`src/rv_settings.svh`:
```
`ifndef RV_SETTINGS_SVH
`define RV_SETTINGS_SVH

// Datapath width and register count
`define RV_XLEN 32
`define RV_NUM_REGS 32

// Data RAM depth in words
`define RV_DMEM_WORDS 256

// Instruction field positions
`define RV_F_OPCODE 6:0
`define RV_F_RD 11:7
`define RV_F_FUNCT3 14:12
`define RV_F_RS1 19:15
`define RV_F_RS2 24:20

// Selects SUB and SRA
`define RV_B_ALT 30

`endif

```
`src/rv_pkg.sv`:
```
`default_nettype none

`include "rv_settings.svh"

package rv_pkg;

	typedef logic [`RV_XLEN-1:0] word_t;

	// RV32I major opcodes
	typedef enum logic [6:0] {
		OP_LUI         = 7'b0110111,
		OP_AUIPC       = 7'b0010111,
		OP_JAL         = 7'b1101111,
		OP_JALR        = 7'b1100111,
		OP_BRANCH      = 7'b1100011,
		OP_LOAD        = 7'b0000011,
		OP_STORE       = 7'b0100011,
		OP_ITYPE       = 7'b0010011,
		OP_RTYPE       = 7'b0110011,
		OP_FENCE       = 7'b0001111,
		OP_ENVIRONMENT = 7'b1110011
	} opcode_e;

	typedef enum logic [1:0] {
		A_NONE = 2'd0,
		A_PC   = 2'd1,
		A_RD1  = 2'd2
	} alu_a_sel_e;

	typedef enum logic [1:0] {
		B_NONE  = 2'd0,
		B_IMM   = 2'd1,
		B_RD2   = 2'd2,
		B_SHAMT = 2'd3
	} alu_b_sel_e;

	// Register write data source
	typedef enum logic [2:0] {
		WD_NONE = 3'd0,
		WD_LUI  = 3'd1,
		WD_ALU  = 3'd2,
		WD_LINK = 3'd3,
		WD_LOAD = 3'd4
	} wd_sel_e;

	typedef enum logic [3:0] {
		ALU_ADD, ALU_SUB, ALU_SLL, ALU_SLT, ALU_SLTU,
		ALU_XOR, ALU_SRL, ALU_SRA, ALU_OR, ALU_AND
	} alu_op_e;

	typedef struct packed {
		logic       jump;
		logic       branch;
		alu_a_sel_e a_sel;
		alu_b_sel_e b_sel;
		logic       rf_write;
		wd_sel_e    wd_sel;
		logic       mem_read;
		logic       mem_write;
	} ctrl_t;

	typedef struct packed {
		logic       valid;
		ctrl_t      ctrl;
		alu_op_e    alu_op;
		logic [2:0] funct3;
		logic [4:0] rd;
		word_t      rs1_val;
		word_t      rs2_val;
		word_t      imm;
		word_t      pc;
	} dec_ex_t;

	typedef struct packed {
		logic       valid;
		logic [4:0] rd;
		logic       rf_write;
		wd_sel_e    wd_sel;
		logic       mem_read;
		logic       mem_write;
		word_t      alu;
		word_t      store_data;
		word_t      imm;
		word_t      link;
	} ex_mem_t;

	typedef struct packed {
		logic       valid;
		logic [4:0] rd;
		word_t      data;
	} rf_write_t;

	typedef struct packed {
		logic  valid;
		word_t target;
	} redirect_t;

endpackage

`default_nettype wire

```
`src/register_file.sv`:
```
`timescale 1ns/10ps
`default_nettype none

`include "rv_settings.svh"

module register_file
	import rv_pkg::*;
(
	input  logic        clk,
	input  logic        rst_n,
	input  logic [4:0]  rs1,
	input  logic [4:0]  rs2,
	output logic [31:0] rd1,
	output logic [31:0] rd2,
	input  rf_write_t   wr
);

	// x0 has no storage
	word_t regs [1:`RV_NUM_REGS-1];

	always_ff @(posedge clk or negedge rst_n) begin
		if (!rst_n) begin
			for (int i = 1; i < `RV_NUM_REGS; i++)
				regs[i] <= '0;
		end else if (wr.valid) begin
			regs[wr.rd] <= wr.data;
		end
	end

	// Same-cycle write shows through to the read ports
	assign rd1 = (rs1 == 5'd0) ? '0 :
		(wr.valid && wr.rd == rs1) ? wr.data : regs[rs1];
	assign rd2 = (rs2 == 5'd0) ? '0 :
		(wr.valid && wr.rd == rs2) ? wr.data : regs[rs2];

endmodule

`default_nettype wire

```
`config.mk`:
```
export PLATFORM = sky130hd
export DESIGN_NAME = register_file
export DESIGN_NICKNAME = d
export VERILOG_FILES = /design/src/rv_pkg.sv /design/src/register_file.sv
export VERILOG_INCLUDE_DIRS = /design/src
export SDC_FILE = /design/constraint.sdc
export NUM_CORES = 2
export LEC_CHECK = 0
export ABC_AREA = 1
export BUFFER_PORTS_ARGS = -buffer_cell sky130_fd_sc_hd__buf_2
export CAP_MARGIN = 30
export CORE_ASPECT_RATIO = 1.5
export CORE_MARGIN = 4
export CORE_UTILIZATION = 55
export CTS_BUF_LIST = sky130_fd_sc_hd__clkbuf_8 sky130_fd_sc_hd__clkbuf_16
export DETAILED_ROUTE_END_ITERATION = 8
export PLACE_DENSITY_LB_ADDON = 0.12
export SYNTH_ARGS = -nofsm -noshare
export SYNTH_HDL_FRONTEND = slang
export SYNTH_SLANG_ARGS = --single-unit
```
`constraint.sdc`:
```
create_clock -name clk -period 2.8 [get_ports clk]
set_input_delay 0.42 -clock clk [delete_from_list [all_inputs] [get_ports clk]]
set_output_delay 0.42 -clock clk [all_outputs]
set_load 0.02 [all_outputs]
```
Yosys cells after proc, flatten, opt, wreduce, memory -nomap -nowiden --
Cells that the tools add are included.
Storage, ports and cells: output and inout port bits 64, memories 0, input bits 50, bits in latches 0, bits in read-only memories 0, bits in writable memories 0, register bits 992, logic and storage cells 58
Cells by class: multipliers 0, add/sub/neg operators 0, div/mod/pow operators 0, reductions and logical operators 5, shift-type cells 0, bitwise operators 3, magnitude comparators 4, eq/ne operators 2, muxes and demuxes 13
Operators with widths (count):
- $bwmux 992 | 1
- $bmux 32 s5 | 2
- $mux 32 | 9
- $demux 32 s5 | 1
- $ge 6x6->1 const B | 3
- $not 5->6 | 3
- $eq 5x5->1 | 2
- $logic_not 5->1 | 2
- $lt 6x1->1 const B | 1
- $logic_and 1x1->1 | 3

Depth between registers and ports, before layout --
depth in word-level cells 6, mapped depth 14, depth with buffers taken out 11

Worst setup path before layout --
No wires, ideal clock.
kind input to output, from input port wr[34] (netlist bit), to output port rd1[11], stages on the path 8, buffers on the path 3, arrival 2045 ps, setup slack 335 ps, data required time 2380 ps, path through buf_2 > clkinv_2 > o22ai_1 > a21oi_1 > nand3_1 > clkbuf_1 > clkbuf_1 > a21oi_1
On the way: longest elaborated chain between the ends 4
Ends and longest elaborated chain:
- start: declaration | RTL line register_file.sv:15 | input rf_write_t wr
- $eq 5x5->1 | RTL line register_file.sv:32 | (wr.valid && wr.rd == rs1) ? wr.data : regs[rs1];
- $logic_and 1x1->1 | RTL line register_file.sv:32
- $mux 32 | RTL line register_file.sv:32
- $mux 32 | RTL line register_file.sv:31 | assign rd1 = (rs1 == 5'd0) ? '0 :
- end: declaration | RTL line register_file.sv:13 | output logic [31:0] rd1,
Every way passes these cells.

Worst setup path in the final report --
from input port rs1[1], to output port rd1[6]
On the way: longest elaborated chain between the ends 6, elaborated cells on any way between the ends 9, those cells by class eq/ne: 1; mux: 5; bitwise: 1; reduce/logical: 2
Ends and longest elaborated chain:
- start: declaration | RTL line register_file.sv:11 | input logic [4:0] rs1,
- $not 5->6 (not written as such) | RTL line register_file.sv:32
- $bmux 32 s5 | RTL line register_file.sv:32
- $mux 32 (not written as such) (2 in series) | RTL line register_file.sv:32
- $mux 32 | RTL line register_file.sv:32
- $mux 32 (*) | RTL line register_file.sv:31
Every way passes the cells marked *; elsewhere a longest branch is shown, timed or not. The select of a mux whose other input is x is not followed.

==> summary.md <==
| Metric | Value |
|---|---|
| Outcome | finished clean |
| Crit path kind | primary input to output port |
| Syn_area_per_cell | 6.968 um2 |
| Cell variety after synth | 28 |
| CTS buffer count | approximately 100 |
| Initial antenna violation count | 17 |
| Crit Path Max Fanout | 30 |
| Max Cap Viol | 0 |
| Htree depth | 3 |
| Total power | approximately 42 mW |
| First DRT Iteration DRCs | 8822 |
| DRC violations left | 0 |
| Clk sinks | slightly below 1k |
| Gr ovfl total | 0 |
| Share of cells above drive strength 1 | ~9.0% |
| #FFs+latches synth | between 900 and 1k |
| DP Wirelength | roughly 140000 um |
| Syn nets | between 7k and 8k |
| Root Driver | clkbuf_16 |
| WL/cell | around 25 um |
| Required time of the critical path | 2.38 ns |
| Most common cell after layout, fill and taps aside | nand2_1 |
| Longest Clk Path Bufs | 3 |
| Period minus WS final | between 2 and 3 ns |
| Leakage | roughly 30 nW |
| Nets | 7824 |
| Worst-path clk slew | around 0.060 ns |
| Mapped Cells | 7906 |
| Part of the Yosys area used for sequential elements | 45.06% |
| Post-Route Utilization | ~63% |
| Startpoint Class | primary input |
| Vias in the first global route | roughly 55k |
| Overall Global Routing Usage | between 40 and 50% |
| CP endpoint kind | output port |
| Placed Area | approximately 59000 um2 |
| Headroom to the max-slew limit | 36.59% |
| Worst Tran Pin Value | between 0.9 and 1 ns |
| Tcrit/Tclk final | 98.51% |
| Setup violators final | 0 |
| Mapped Area | approximately 55000 um2 |
| Starting Density | a little under three fifths |
| Pre-antenna DRT Iters | 7 |
| Max Slew Vio Count | 0 |
| I/O pin count | roughly 110 |
| Largest regs | regs: 992 flops |
| Row count | around 140 |
| Via Count | approximately 58k |
| Max FFs per register | ~990 |
| Fillers | 8798 |
| Setup TNS | 0 ns |
| Core area | 98970 um2 |
| CTS tree | yes |
| Final Hold Fails | 0 |
| Most frequent cells in the layout | 2358 x nand2_1, 1342 x o21ai_0, 992 x dfrtp_1 |
| Clk_skew | 0 ns |
| Vias per cell | 6.356 |
| Largest Register | regs |
| Post-Route WL | between 200000 and 250000 um |
| Worst EP arrival | ~2.3 ns |
| Worst min path class | primary input to register |
| Final Wtd Congestion | 0.9468 |
| Clk_lat worst skew | 0.72 ns |
| DIE WIDTH | between 200 and 300 um |
| Max IR drop VDD | roughly 0.65 mV |
| First-pass GRT wire length | approximately 340000 um |
| Die Y | 395.6 um |
| Area delta synth->final | 13.46% |
| RSZ-0062 raised after global routing | yes |
| DRT antenna net count | 0 |
| Max Clk Rate | around 360 MHz |
| Cell area after layout | about 63000 um2 |
| Yosys warns | 0 |
| Area of the die | approximately 110000 um2 |
| Port Buf Inserts | ~110 |
| Pwr Density | 667.3 nW/um2 |
| Largest net degree at the start of global routing | around 110 |
==> kinds of logic after synthesis <==
logic type	after synthesis	synth area share, %
AND/OR/NAND/NOR	3761	27.62
flip-flops	992	45.06
XOR/XNOR	2	0.03180
buffers and inverters	1122	7.770
AO/OA/AOI/OAI	2029	19.51
==> report_power, final <==
part | internal [mW] | leakage [nW] | switching (mW) | total [mW]
combinational | 3.07 | 15.1 | 5.52 | 8.60
sequential | 17.1 | 12.8 | 2.02 | 19.1
clock | 7.99 | 1.76 | 6.05 | 14.0
==> stage by stage <==
step,setup WS (ns),instances,hold slack [ns]
after floorplan,0.3352,7906,0.1244
after global placement,0.05428,8944,0.4059
after detailed placement,0.04410,8944,0.4053
after CTS,-0.01179,9138,0.002100
after global routing,-0.02479,9142,0.03153
final,0.04166,9155,0.02418
==> critical path: stages <==
cell and delay [ns]:
clkbuf_8 0.23, buf_12 0.27, buf_4 0.36, o211ai_1 0.16, nand3_1 0.15, nand3_1 0.08, nand2_1 0.09, nand2_1 0.16
a21oi_1 0.17, buf_2 0.18
==> cell type report <==
type	instances	area [um2]	area share (%)
antenna	17	42.54	0.06806
clock buffer	131	2985	4.776
clock inverter	50	396.6	0.6346
inverter	440	1687	2.698
multi-input combinational	5792	26330	42.13
sequential	992	24820	39.71
tap	1287	1610	2.576
timing repair buffer	446	4628	7.405
==> synth_stat cells (all sizes together) <==
library cell,instances,area (um2)
dfrtp,992,24820
nand3,528,2643
o211ai,224,1682
nand4,76,475.5
nor3,45,251.5
o22ai,5,31.28
a31oi,19,118.9
nor2,682,2570
clkbuf,571,2143
o21ai,1353,6772
xor2,2,17.52
inv,437,1640
a21oi,428,2146
or2,32,200.2
buf,111,484.2
nor4,3,48.80
nand2,2395,9030
clkinv,3,12.51
==> final timing paths <==
path | start | end | slack [ns] | depth (start not counted)
worst max-delay path | rs1[1] | rd1[6] | 0.04 | 10
worst min-delay path | wr[4] | regs[260] | 0.02 | 3
worst max register to register | regs[624] | regs[624] | 2.02 | 2
worst min register to register | regs[430] | regs[430] | 0.49 | 2
max in group asynchronous | rst_n | regs[174] | 1.35 | 3
min in group asynchronous | rst_n | regs[229] | 0.27 | 2
==> timing repair <==
| action | 4_1_cts | 5_1_grt |
|---|---|---|
| endpoints found under the setup margin | 4 | 29 |
| pin swaps | 0 | 5 |
| buffers inserted | 0 | 0 |
| gates cloned | 0 | 1 |
| hold endpoints to repair | 45 | 0 |
| hold buffers | 13 | 0 |
| gates resized for setup | 6 | 34 |
==> per-layer routing <==
layer / global-route usage, % / routed length, um
met5: 1.118 / 21
met4: 31.61 / 19540
met3: 10.55 / 28860
met2: 63.91 / 99240
met1: 53.54 / 82070
No activity file was read; power rests on OpenSTA's default activity.
