### src/rv_settings.svh
`ifndef RV_SETTINGS_SVH
`define RV_SETTINGS_SVH

// Datapath width and register count
`define RV_XLEN 32
`define RV_NUM_REGS 32

// Data RAM depth in words
`define RV_DMEM_WORDS 256

// Instruction field positions
`define RV_F_OPCODE 6:0
`define RV_F_RD 11:7
`define RV_F_FUNCT3 14:12
`define RV_F_RS1 19:15
`define RV_F_RS2 24:20

// Selects SUB and SRA
`define RV_B_ALT 30

`endif

### src/rv_pkg.sv
`default_nettype none

`include "rv_settings.svh"

package rv_pkg;

	typedef logic [`RV_XLEN-1:0] word_t;

	// RV32I major opcodes
	typedef enum logic [6:0] {
		OP_LUI         = 7'b0110111,
		OP_AUIPC       = 7'b0010111,
		OP_JAL         = 7'b1101111,
		OP_JALR        = 7'b1100111,
		OP_BRANCH      = 7'b1100011,
		OP_LOAD        = 7'b0000011,
		OP_STORE       = 7'b0100011,
		OP_ITYPE       = 7'b0010011,
		OP_RTYPE       = 7'b0110011,
		OP_FENCE       = 7'b0001111,
		OP_ENVIRONMENT = 7'b1110011
	} opcode_e;

	typedef enum logic [1:0] {
		A_NONE = 2'd0,
		A_PC   = 2'd1,
		A_RD1  = 2'd2
	} alu_a_sel_e;

	typedef enum logic [1:0] {
		B_NONE  = 2'd0,
		B_IMM   = 2'd1,
		B_RD2   = 2'd2,
		B_SHAMT = 2'd3
	} alu_b_sel_e;

	// Register write data source
	typedef enum logic [2:0] {
		WD_NONE = 3'd0,
		WD_LUI  = 3'd1,
		WD_ALU  = 3'd2,
		WD_LINK = 3'd3,
		WD_LOAD = 3'd4
	} wd_sel_e;

	typedef enum logic [3:0] {
		ALU_ADD, ALU_SUB, ALU_SLL, ALU_SLT, ALU_SLTU,
		ALU_XOR, ALU_SRL, ALU_SRA, ALU_OR, ALU_AND
	} alu_op_e;

	typedef struct packed {
		logic       jump;
		logic       branch;
		alu_a_sel_e a_sel;
		alu_b_sel_e b_sel;
		logic       rf_write;
		wd_sel_e    wd_sel;
		logic       mem_read;
		logic       mem_write;
	} ctrl_t;

	typedef struct packed {
		logic       valid;
		ctrl_t      ctrl;
		alu_op_e    alu_op;
		logic [2:0] funct3;
		logic [4:0] rd;
		word_t      rs1_val;
		word_t      rs2_val;
		word_t      imm;
		word_t      pc;
	} dec_ex_t;

	typedef struct packed {
		logic       valid;
		logic [4:0] rd;
		logic       rf_write;
		wd_sel_e    wd_sel;
		logic       mem_read;
		logic       mem_write;
		word_t      alu;
		word_t      store_data;
		word_t      imm;
		word_t      link;
	} ex_mem_t;

	typedef struct packed {
		logic       valid;
		logic [4:0] rd;
		word_t      data;
	} rf_write_t;

	typedef struct packed {
		logic  valid;
		word_t target;
	} redirect_t;

endpackage

`default_nettype wire

### src/control_unit.sv
`timescale 1ns/10ps
`default_nettype none

module control_unit
	import rv_pkg::*;
(
	input  opcode_e    opcode,
	input  logic [2:0] funct3,
	output ctrl_t      ctrl,
	output alu_op_e    alu_op_base
);

	always_comb begin
		// Everything inactive unless the opcode says otherwise
		ctrl = '{
			jump:      1'b0,
			branch:    1'b0,
			a_sel:     A_NONE,
			b_sel:     B_NONE,
			rf_write:  1'b0,
			wd_sel:    WD_NONE,
			mem_read:  1'b0,
			mem_write: 1'b0
		};

		case (opcode)
			OP_LUI: begin
				ctrl.rf_write = 1'b1;
				ctrl.wd_sel = WD_LUI;
			end
			OP_AUIPC: begin
				// pc + upper immediate through the ALU
				ctrl.a_sel = A_PC;
				ctrl.b_sel = B_IMM;
				ctrl.rf_write = 1'b1;
				ctrl.wd_sel = WD_ALU;
			end
			OP_JAL: begin
				ctrl.jump = 1'b1;
				ctrl.a_sel = A_PC;
				ctrl.b_sel = B_IMM;
				ctrl.rf_write = 1'b1;
				ctrl.wd_sel = WD_LINK;
			end
			OP_JALR: begin
				ctrl.jump = 1'b1;
				ctrl.a_sel = A_RD1;
				ctrl.b_sel = B_IMM;
				ctrl.rf_write = 1'b1;
				ctrl.wd_sel = WD_LINK;
			end
			OP_BRANCH: begin
				ctrl.branch = 1'b1;
				ctrl.a_sel = A_RD1;
				ctrl.b_sel = B_RD2;
			end
			OP_LOAD: begin
				ctrl.a_sel = A_RD1;
				ctrl.b_sel = B_IMM;
				ctrl.rf_write = 1'b1;
				ctrl.wd_sel = WD_LOAD;
				ctrl.mem_read = 1'b1;
			end
			OP_STORE: begin
				ctrl.a_sel = A_RD1;
				ctrl.b_sel = B_IMM;
				ctrl.mem_write = 1'b1;
			end
			OP_ITYPE: begin
				ctrl.a_sel = A_RD1;
				// SRLI and SRAI carry funct7 in the immediate
				ctrl.b_sel = (funct3 == 3'b101) ? B_SHAMT : B_IMM;
				ctrl.rf_write = 1'b1;
				ctrl.wd_sel = WD_ALU;
			end
			OP_RTYPE: begin
				ctrl.a_sel = A_RD1;
				ctrl.b_sel = B_RD2;
				ctrl.rf_write = 1'b1;
				ctrl.wd_sel = WD_ALU;
			end
			default: begin
				// FENCE, ENVIRONMENT and unknown opcodes stay inactive
			end
		endcase
	end

	// Operation implied by funct3 alone
	always_comb begin
		alu_op_base = ALU_ADD;
		if (opcode == OP_ITYPE || opcode == OP_RTYPE) begin
			case (funct3)
				3'b000:  alu_op_base = ALU_ADD;
				3'b001:  alu_op_base = ALU_SLL;
				3'b010:  alu_op_base = ALU_SLT;
				3'b011:  alu_op_base = ALU_SLTU;
				3'b100:  alu_op_base = ALU_XOR;
				3'b101:  alu_op_base = ALU_SRL;
				3'b110:  alu_op_base = ALU_OR;
				default: alu_op_base = ALU_AND;
			endcase
		end
	end

endmodule

`default_nettype wire

### src/decode_stage.sv
`timescale 1ns/10ps
`default_nettype none

`include "rv_settings.svh"

module decode_stage
	import rv_pkg::*;
(
	input  logic        clk,
	input  logic        rst_n,
	input  logic        instr_valid,
	input  logic [31:0] instr,
	input  logic [31:0] pc,
	output logic [4:0]  rs1,
	output logic [4:0]  rs2,
	input  logic [31:0] rd1,
	input  logic [31:0] rd2,
	output dec_ex_t     dec_ex
);

	opcode_e    opcode;
	logic [2:0] funct3;
	logic [4:0] rd;
	ctrl_t      cu_ctrl;
	ctrl_t      ctrl;
	alu_op_e    alu_op_base;
	alu_op_e    alu_op;
	word_t      imm;

	assign opcode = opcode_e'(instr[`RV_F_OPCODE]);
	assign funct3 = instr[`RV_F_FUNCT3];
	assign rd = instr[`RV_F_RD];
	assign rs1 = instr[`RV_F_RS1];
	assign rs2 = instr[`RV_F_RS2];

	control_unit u_control_unit (
		.opcode      (opcode),
		.funct3      (funct3),
		.ctrl        (cu_ctrl),
		.alu_op_base (alu_op_base)
	);

	// Immediate format follows the opcode
	always_comb begin
		case (opcode)
			OP_LUI, OP_AUIPC: imm = {instr[31:12], 12'b0};
			OP_JAL: imm = {{11{instr[31]}}, instr[31], instr[19:12], instr[20], instr[30:21], 1'b0};
			OP_BRANCH: imm = {{19{instr[31]}}, instr[31], instr[7], instr[30:25], instr[11:8], 1'b0};
			OP_STORE: imm = {{20{instr[31]}}, instr[31:25], instr[11:7]};
			default: imm = {{20{instr[31]}}, instr[31:20]};
		endcase
	end

	always_comb begin
		alu_op = alu_op_base;
		if (instr[`RV_B_ALT]) begin
			if (opcode == OP_RTYPE && alu_op_base == ALU_ADD)
				alu_op = ALU_SUB;
			if ((opcode == OP_RTYPE || opcode == OP_ITYPE) && alu_op_base == ALU_SRL)
				alu_op = ALU_SRA;
		end
	end

	// Writes to x0 are dropped here and nowhere else
	always_comb begin
		ctrl = cu_ctrl;
		ctrl.rf_write = cu_ctrl.rf_write && (rd != 5'd0);
	end

	always_ff @(posedge clk or negedge rst_n) begin
		if (!rst_n) begin
			dec_ex <= '0;
		end else begin
			dec_ex.valid <= instr_valid;
			dec_ex.ctrl <= ctrl;
			dec_ex.alu_op <= alu_op;
			dec_ex.funct3 <= funct3;
			dec_ex.rd <= rd;
			dec_ex.rs1_val <= rd1;
			dec_ex.rs2_val <= rd2;
			dec_ex.imm <= imm;
			dec_ex.pc <= pc;
		end
	end

endmodule

`default_nettype wire

### config.mk
export PLATFORM = sky130hd
export DESIGN_NAME = decode_stage
export DESIGN_NICKNAME = d
export VERILOG_FILES = /design/src/rv_pkg.sv /design/src/control_unit.sv /design/src/decode_stage.sv
export VERILOG_INCLUDE_DIRS = /design/src
export SDC_FILE = /design/constraint.sdc
export NUM_CORES = 1
export LEC_CHECK = 0
export BUFFER_PORTS_ARGS = -buffer_cell sky130_fd_sc_hd__buf_4
export CORE_MARGIN = 1.5
export CORE_UTILIZATION = 28
export CTS_CLUSTER_SIZE = 10
export DETAILED_ROUTE_END_ITERATION = 10
export HOLD_SLACK_MARGIN = 0.02
export PLACE_DENSITY = 0.66
export SLEW_MARGIN = 40
export SYNTH_ARGS = -nofsm -noshare
export SYNTH_HDL_FRONTEND = slang
export SYNTH_SLANG_ARGS = --single-unit
export TNS_END_PERCENT = 30
### constraint.sdc
create_clock -name clk -period 0.8 [get_ports clk]
set_clock_uncertainty 0.05 [all_clocks]
set_input_delay 0.12 -clock clk [delete_from_list [all_inputs] [get_ports clk]]
set_output_delay 0.12 -clock clk [all_outputs]
set_load 0.005 [all_outputs]
# Yosys cells after proc, flatten, opt, wreduce, memory -nomap -nowiden
# Cells that the tools add are included.
# W data, S select, Z words.
[op_classes] mux=13 n_reduce_logical=13 n_eq_ne=16
[op_table] op="$pmux W31 S4" n=1
[op_table] op="$pmux W4 S4" n=2
[op_table] op="$pmux W4 S7" n=1
[op_table] op="$eq A7 B6 Y1 const B" n=3
[op_table] op="$eq A7 B7 Y1 const B" n=3
[op_table] op="$mux W4" n=4
[op_table] op="$eq A7 B5 Y1 const B" n=2
[op_table] op="$eq A3 B3 Y1 const B" n=3
[op_table] op="$reduce_or A2 Y1" n=4
[op_table] op="$eq A7 B2 Y1 const B" n=1
[op_table] op="$eq A3 B2 Y1 const B" n=2
[op_table] op="$reduce_or A3 Y1" n=2
[op_table] op="$reduce_bool A5 Y1" n=1
[op_table] op="$eq A4 B3 Y1 const B" n=1
[op_table] op="$logic_not A4 Y1" n=1
[op_table] op="$mux W1" n=4
[op_table] op="$eq A3 B1 Y1 const B" n=1
[op_table] op="$logic_and A1 B1 Y1" n=3
[op_table] op="$logic_not A3 Y1" n=1
[op_table] op="$mux W2" n=1
[op_table] op="$logic_or A1 B1 Y1" n=1
[totals] inputBits=131 elab_cells=58 reg_bits=153 output_inout_bits=163

# Longest topological paths before layout
# Gate-level depths: netlist (run 1).
[logic_depth] depth_word=8 mapped_depth=7 mapped_depth_nobuf=4

# Cells and area by module
# A second synthesis (run 1) with hierarchy kept.
[hier_totals] hier_cells=271 hier_area_um2=4618.2
[by_module_without_submodules] module="decode_stage" n_inst=1 cells_per_inst=225 area_each_um2=4346.7 seq_area_each_um2=3828.7
[by_module_without_submodules] module="control_unit" n_inst=1 cells_per_inst=46 area_each_um2=271.5 seq_area_each_um2=0.0

# Least setup slack after synthesis (run 1)
# OpenSTA, ideal clock, no wires.
[synth_path] path_type="input to register" from="input port instr[2]" to="register dec_ex[33] (netlist name)" setup_slack_ns=-0.525 setup_ns=0.121 arrival_ns=1.154 stages=5 path_buffers=1 t_required_ns=0.629 cell_sequence="buf_2 -> nand4bb_1 -> nor3_2 -> nor2_1 -> a22o_1"
[synth_between] elab_chain_len=3 word_cells_on_any_way=7 classes_between="eq/ne: 5; mux: 1; reduce/logical: 1"
[synth_rtl] element="start: declaration" line="decode_stage.sv:12" source="input logic [31:0] instr,"
[synth_rtl] element="$eq A7 B6 Y1 / $eq A7 B5 Y1 (equally long branches)" line="decode_stage.sv:45" source="case (opcode)"
[synth_rtl] element="$reduce_or A2 Y1" line="decode_stage.sv:45"
[synth_rtl] element="$pmux W31 S4 (*)" line="decode_stage.sv:45"
[synth_rtl] element="via imm[1]" line="decode_stage.sv:28" source="word_t imm;"
[synth_rtl] element="end: declaration" line="decode_stage.sv:18" source="output dec_ex_t dec_ex"
# Mark *: on every way through the listed nets, which the timed path passes. The rest lies on a longest branch.

# Worst setup path in the final report (run 1)
[layout_path] from="register dec_ex[141] (netlist name)" to="output port dec_ex[141] (netlist name)"
# No word-level cell between the ends.

==> impl_results.md, run 1 <==
- Status: finished, violations left
- Failing checks: hold timing, setup timing
- Port Buffers: approximately 300
- FF+latch count, synth: approximately 150
- First-pass GRT wire length: between 20000 and 25000 um
- Max transition margin: 0.755
- P_int: 15.1 mW
- CTS buffer count: 17
- Final Wtd Congestion: about 0.85
- Critical Path AT: 0.95 ns
- Finished Core Util: 0.616
- # hold bufs at CTS: about 120
- DRT Wirelength: between 15000 and 20000 um
- Mapped cell area: about 4500 um^2
- EDFF count, synth: 0
- Part of the cycle the worst path needs: 1.40
- Post-route ant nets: 0
- Vias post-DR: around 3900
- Total Routing Usage GR: 0.190
- Kind of end point of the critical path: primary output
- Ys flop type: dfrtp_1
- Final setup viols: 167
- Fillcell total: 1139
- CP Class: flop to primary output
- Die width: 130 um
- Buf+Inv Stages, Crit Path: 1
- Final hold vios: 4
- Syn Nets: between 300 and 400
- Tightest Pin Transition: between 0.3 and 0.4 ns
- CTS Root Cell: clkbuf_16
- Yosys warns: 0
- Unrepaired setup endpoints after global routing: true
- Most frequent cells in the layout: buf_4 (171), buf_6 (154), dfrtp_1 (152), dlygate4sd3_1 (121), a21o_1 (21)
- Layout area overhead: 115%
- Clock share of power: 0.442
- Seq/Total Area, Yosys: 0.839
- CP required: 0.63 ns
- Initial Util: 0.286
- Worst Hold Class: primary input to flop
- Clock tree buffer depth: 2
- H-tree Lvls: 4
- Core Region: around 16000 um^2
- Sequential group share of total power: 0.426
- Final Max Slew Viols: 0
- Total power: about 19 mW
- Combinational group share of total power: 0.132
- Post-route setup slack: -0.323 ns
- Die Area: about 17000 um^2
- Die Y: ~130 um
- Fin crit period: roughly 1.1 ns
- Largest regs: dec_ex (152)
- Switching share of power: 0.219
- Async set or reset register ratio after synthesis: 1.00
- CP startpoint kind: flop
- Routed wire per std cell: approximately 17 um
- Synth unique cells: 33
- Reg clk slew, reported paths: about 0.060 ns
- Rows: 46
- Grt ovf: 0
- Initial DRC Count: 86
- Initial DRT Pass Iterations: 6
- Delay-heaviest family, CP: flip-flops
- Cell chain of the critical path: buf_4
- CTS sink cnt: about 150
- Detailed placement HPWL: 10700 um
- Remaining DRCs: 0
- Mapped Avg Cell Area: between 15 and 20 um^2
- Pwr Density: between 1500 and 2000 nW/um^2
- CTS tree: yes
- Hold Slack: -0.0348 ns
- Slowest-stage cell, CP: dfrtp_1
- Largest register by flop count: dec_ex
- Most common cell after layout, fill and taps aside: buf_4
- Antenna violations before repair: 1
- Share of cells above drive strength 1: 0.516
- Maximum VDD drop: ~0.0015 V
- # IOs: approximately 290
- Maxcap violations: 0
- Net Switching: 4.26 mW
- CP peak stage delay: ~0.4 ns
- Placement-stage cell area: around 7000 um^2
- Mean number of vias per cell: around 4.2
- Leakage: approximately 4.8 nW
- Largest net degree at the start of global routing: 39
- Setup TNS: -43.00 ns
- Synthesized instance count: approximately 260
- Fmax: approximately 0.9 GHz
- Cell area after layout: about 9700 um^2
- Crit path max fanout: 2
- Nets: between 800 and 900
- Max FFs per register: about 150
- Vias in the first global route: ~4500
==> per-stage QoR <==
| stage | instances | setup slack [ns] |
|---|---|---|
| after global routing | 944 | -0.353 |
| after detailed placement | 788 | -0.694 |
| after global placement | 788 | -0.569 |
| after CTS | 943 | -0.344 |
| after floorplan | 263 | -0.435 |
| final | 944 | -0.323 |
==> routing by layer <==
metal | wire, um | GRT usage | vias to the layer above
met5 | 0 | 0 | -
met4 | 358 | 0.0680 | 0
met3 | 1410 | 0.0742 | 32
met2 | 9100 | 0.356 | 191
met1 | 5560 | 0.188 | 1949
li1 | - | - | 1763
==> power groups by stage <==
stage | logic [mW] | clock network, mW | registers (mW)
global placement | 1.75 | 0 | 8.31
global route | 2.74 | 9.17 | 8.29
finish | 2.57 | 8.57 | 8.27
detailed placement | 1.79 | 0 | 8.32
CTS | 2.53 | 8.80 | 8.26
floorplan | 0.240 | 0 | 8.36
==> cell type report <==
cell class / instances / area (um^2) / area share
timing repair buffer: 453 / 4350 / 0.446
sequential: 152 / 3800 / 0.390
multi-input combinational: 87 / 673 / 0.0691
clock buffer: 19 / 443 / 0.0454
tap: 216 / 270 / 0.0277
clock inverter: 12 / 191 / 0.0196
inverter: 4 / 15.0 / 0.00154
antenna: 1 / 2.50 / 0.000257
==> final timing paths <==
check                      slack, ns  cells past startpoint         from     endpoint
max                            -0.32                      1  dec_ex[141]  dec_ex[141]
min                            -0.03                      3     instr[5]  dec_ex[141]
max in group asynchronous       0.17                      3        rst_n  dec_ex[109]
min in group asynchronous       0.06                      2        rst_n  dec_ex[150]
==> worst min-delay path, delay by kind of cell <==
kind	cells	cell delay, ns
buffers and inverters	2	0.23
AND/OR/NAND/NOR	1	0.04
==> cell families after synthesis <==
kind of cell	Yosys count	share of synthesized area
AOI/OAI and AO/OA	39	0.0605
muxes	2	0.00442
buffers and inverters	24	0.0345
DFF	152	0.839
and+or+nand+nor	46	0.0613
==> synthesized netlist by cell type, drive strengths merged, types with 2 or more instances <==
master  count  share of area
mux2i       2         0.0044
or4         2         0.0033
nor2       10         0.0083
a21o       21          0.035
dfrtp     152           0.84
o21ai       3         0.0033
buf        20          0.031
nor3b       3         0.0050
a31oi       2         0.0028
nor3        3         0.0055
nand3b      2         0.0033
nand2       6         0.0050
o22ai       2         0.0028
or3         3         0.0041
inv         4         0.0033
a22o        4         0.0077
nor2b       9          0.012
a21oi       5         0.0055
==> repair_timing <==
item / 4_1_cts / 5_1_grt
pin swaps: 3 / 3
endpoints found under the hold margin: 295 / 4
setup endpoints to repair: 181 / 183
gates resized for setup: 162 / 10
setup buffers: 0 / 0
Power figures use the tool's default switching activity.
==> inputs of run 2 (changes only) <==
--- a/config.mk
+++ b/config.mk
@@ -6,13 +6,14 @@
 export SDC_FILE = /design/constraint.sdc
 export NUM_CORES = 1
 export LEC_CHECK = 0
-export BUFFER_PORTS_ARGS = -buffer_cell sky130_fd_sc_hd__buf_4
 export CORE_MARGIN = 1.5
 export CORE_UTILIZATION = 28
+export CTS_BUF_LIST = sky130_fd_sc_hd__clkbuf_8
 export CTS_CLUSTER_SIZE = 10
 export DETAILED_ROUTE_END_ITERATION = 10
+export DONT_BUFFER_PORTS = 1
 export HOLD_SLACK_MARGIN = 0.02
-export PLACE_DENSITY = 0.66
+export PLACE_DENSITY = 0.5
 export SLEW_MARGIN = 40
 export SYNTH_ARGS = -nofsm -noshare
 export SYNTH_HDL_FRONTEND = slang
==> run 2 against run 1 <==
  * The flow now stops in 4_1_cts
  * Synthesized area unchanged
  * Synthesized cell count unchanged
==> impl_results.md, run 2 <==
- Initial Util: 0.286
- # IOs: ~300
- Failing step: 4_1_cts
- EDFF count, synth: 0
- # hold bufs at CTS: slightly above 100
- Detailed placement HPWL: around 8700 um
- Die width: approximately 130 um
- Post-synth top cells: dfrtp_1 (152), a21o_1 (21), buf_4 (12), nor2_1 (10), nor2b_1 (9)
- Post-CTS Setup Bufs: 0
- Yosys warns: 0
- Status: stopped before the end
- Seq/Total Area, Yosys: 0.839
- H-tree Lvls: 4
- Final Wtd Congestion: 0.790
- Synth unique cells: 33
- Rows: between 40 and 50
- Syn Nets: 394
- Mapped Avg Cell Area: 17.2 um^2
- Most common cell in the netlist: dfrtp_1
- Ys flop type: dfrtp_1
- CTS Root Cell: clkbuf_8
- Area share of the largest cell type after synthesis: 0.839
- Synthesized instance count: ~260
- Largest area contributor in the netlist: dfrtp_1
- Error msg: [ERROR RSZ-0060] Max buffer count reached.
- Port Buffers: 0
- CTS buffer count: 17
- Mapped cell area: 4530 um^2
- Clock tree buffer depth: 2
- Async set or reset register ratio after synthesis: 1.00
- Post-CTS Resized: 4
- Die Y: ~130 um
- CTS sink cnt: approximately 150
- FF+latch count, synth: ~150
- Largest cells by area after synthesis: dfrtp_1 (84%), a21o_1 (3.5%), buf_4 (2.0%)
[run 2: through the flow]
stage | std cells | setup slack [ns] | cell area [um^2] | TNS [ns]
detailed placement | 474 | -0.625 | 4810 | -19.00
global placement | 474 | -0.555 | 4810 | -17.70
floorplan | 263 | -0.435 | 4580 | -11.93
[run 2: cell families after synthesis]
logic type | Yosys count | synth area share
buffers and inverters | 24 | 0.0345
AO/OA/AOI/OAI | 39 | 0.0605
AND/OR/NAND/NOR | 46 | 0.0613
multiplexers | 2 | 0.00442
flip-flops | 152 | 0.839
==> inputs of run 3 (changes only) <==
--- a/config.mk
+++ b/config.mk
@@ -7,13 +7,10 @@
 export NUM_CORES = 1
 export LEC_CHECK = 0
 export CORE_MARGIN = 1.5
-export CORE_UTILIZATION = 28
-export CTS_BUF_LIST = sky130_fd_sc_hd__clkbuf_8
-export CTS_CLUSTER_SIZE = 10
+export CORE_UTILIZATION = 20
 export DETAILED_ROUTE_END_ITERATION = 10
 export DONT_BUFFER_PORTS = 1
-export HOLD_SLACK_MARGIN = 0.02
-export PLACE_DENSITY = 0.5
+export PLACE_DENSITY_LB_ADDON = 0.15
 export SLEW_MARGIN = 40
 export SYNTH_ARGS = -nofsm -noshare
 export SYNTH_HDL_FRONTEND = slang
==> run 3 against run 2 <==
  * The run again fails in 4_1_cts
  * Synthesized area unchanged
  * Synthesized cell count unchanged
==> impl_results.md, run 3 <==
- Port Buffers: 0
- Post-synth top cells: dfrtp_1 (152), a21o_1 (21), buf_4 (12), nor2_1 (10), nor2b_1 (9)
- Synth Area in Compound Gates: 0.0605
- Largest area contributor in the netlist: dfrtp_1
- Mapped cell area: between 4000 and 5000 um^2
- H-tree Lvls: 4
- Xor/xnor share of the synthesized area: 0
- Die width: approximately 150 um
- # IOs: roughly 290
- Syn Nets: between 300 and 400
- Clock tree buffer depth: 2
- Seq/Total Area, Yosys: 0.839
- # hold bufs at CTS: 114
- Rows: between 50 and 60
- Most common cell in the netlist: dfrtp_1
- Failing step: 4_1_cts
- Yosys warns: 0
- CTS sink cnt: roughly 150
- Multiplexer share of the synthesized area: 0.00442
- CTS buffer count: 17
- Post-Synth Simple-Gate Area: 0.0613
- Ys flop type: dfrtp_1
- Synth unique cells: 33
- Largest cells by area after synthesis: dfrtp_1 (84%), a21o_1 (3.5%), buf_4 (2.0%)
- Area share of the largest cell type after synthesis: 0.839
- Initial Util: 0.206
- Mapped Avg Cell Area: around 17 um^2
- Async set or reset register ratio after synthesis: 1.00
- Error msg: [ERROR RSZ-0060] Max buffer count reached.
- Post-CTS Setup Bufs: 0
- Final Wtd Congestion: between 0.6 and 0.7
- Post-CTS Resized: 1
- Detailed placement HPWL: roughly 9600 um
- Synthesized instance count: between 200 and 300
- Largest family of logic cells by synthesized area: simple AND/OR/NAND/NOR gates
- EDFF count, synth: 0
- Adder-cell share of the synthesized area: 0
- Die Y: 154 um
- Status: stopped before the end
- FF+latch count, synth: ~150
- CTS Root Cell: clkbuf_16
run 3: cell counts after synthesis:
Identical to the previous run, type by type.
run 3: logic make-up after synthesis:
| logic type | after synthesis |
|---|---|
| and+or+nand+nor | 46 |
| buffers and inverters | 24 |
| DFF | 152 |
| AOI/OAI and AO/OA | 39 |
| muxes | 2 |
run 3: per-stage QoR:
| stage | util | std cells | worst slack [ns] | setup TNS (ns) | instance area (um^2) |
|---|---|---|---|---|---|
| after floorplan | - | 263 | -0.435 | -11.93 | 4580 |
| after global placement | 0.222 | 535 | -0.405 | -12.28 | 4900 |
| after detailed placement | 0.222 | 535 | -0.465 | -12.96 | 4900 |
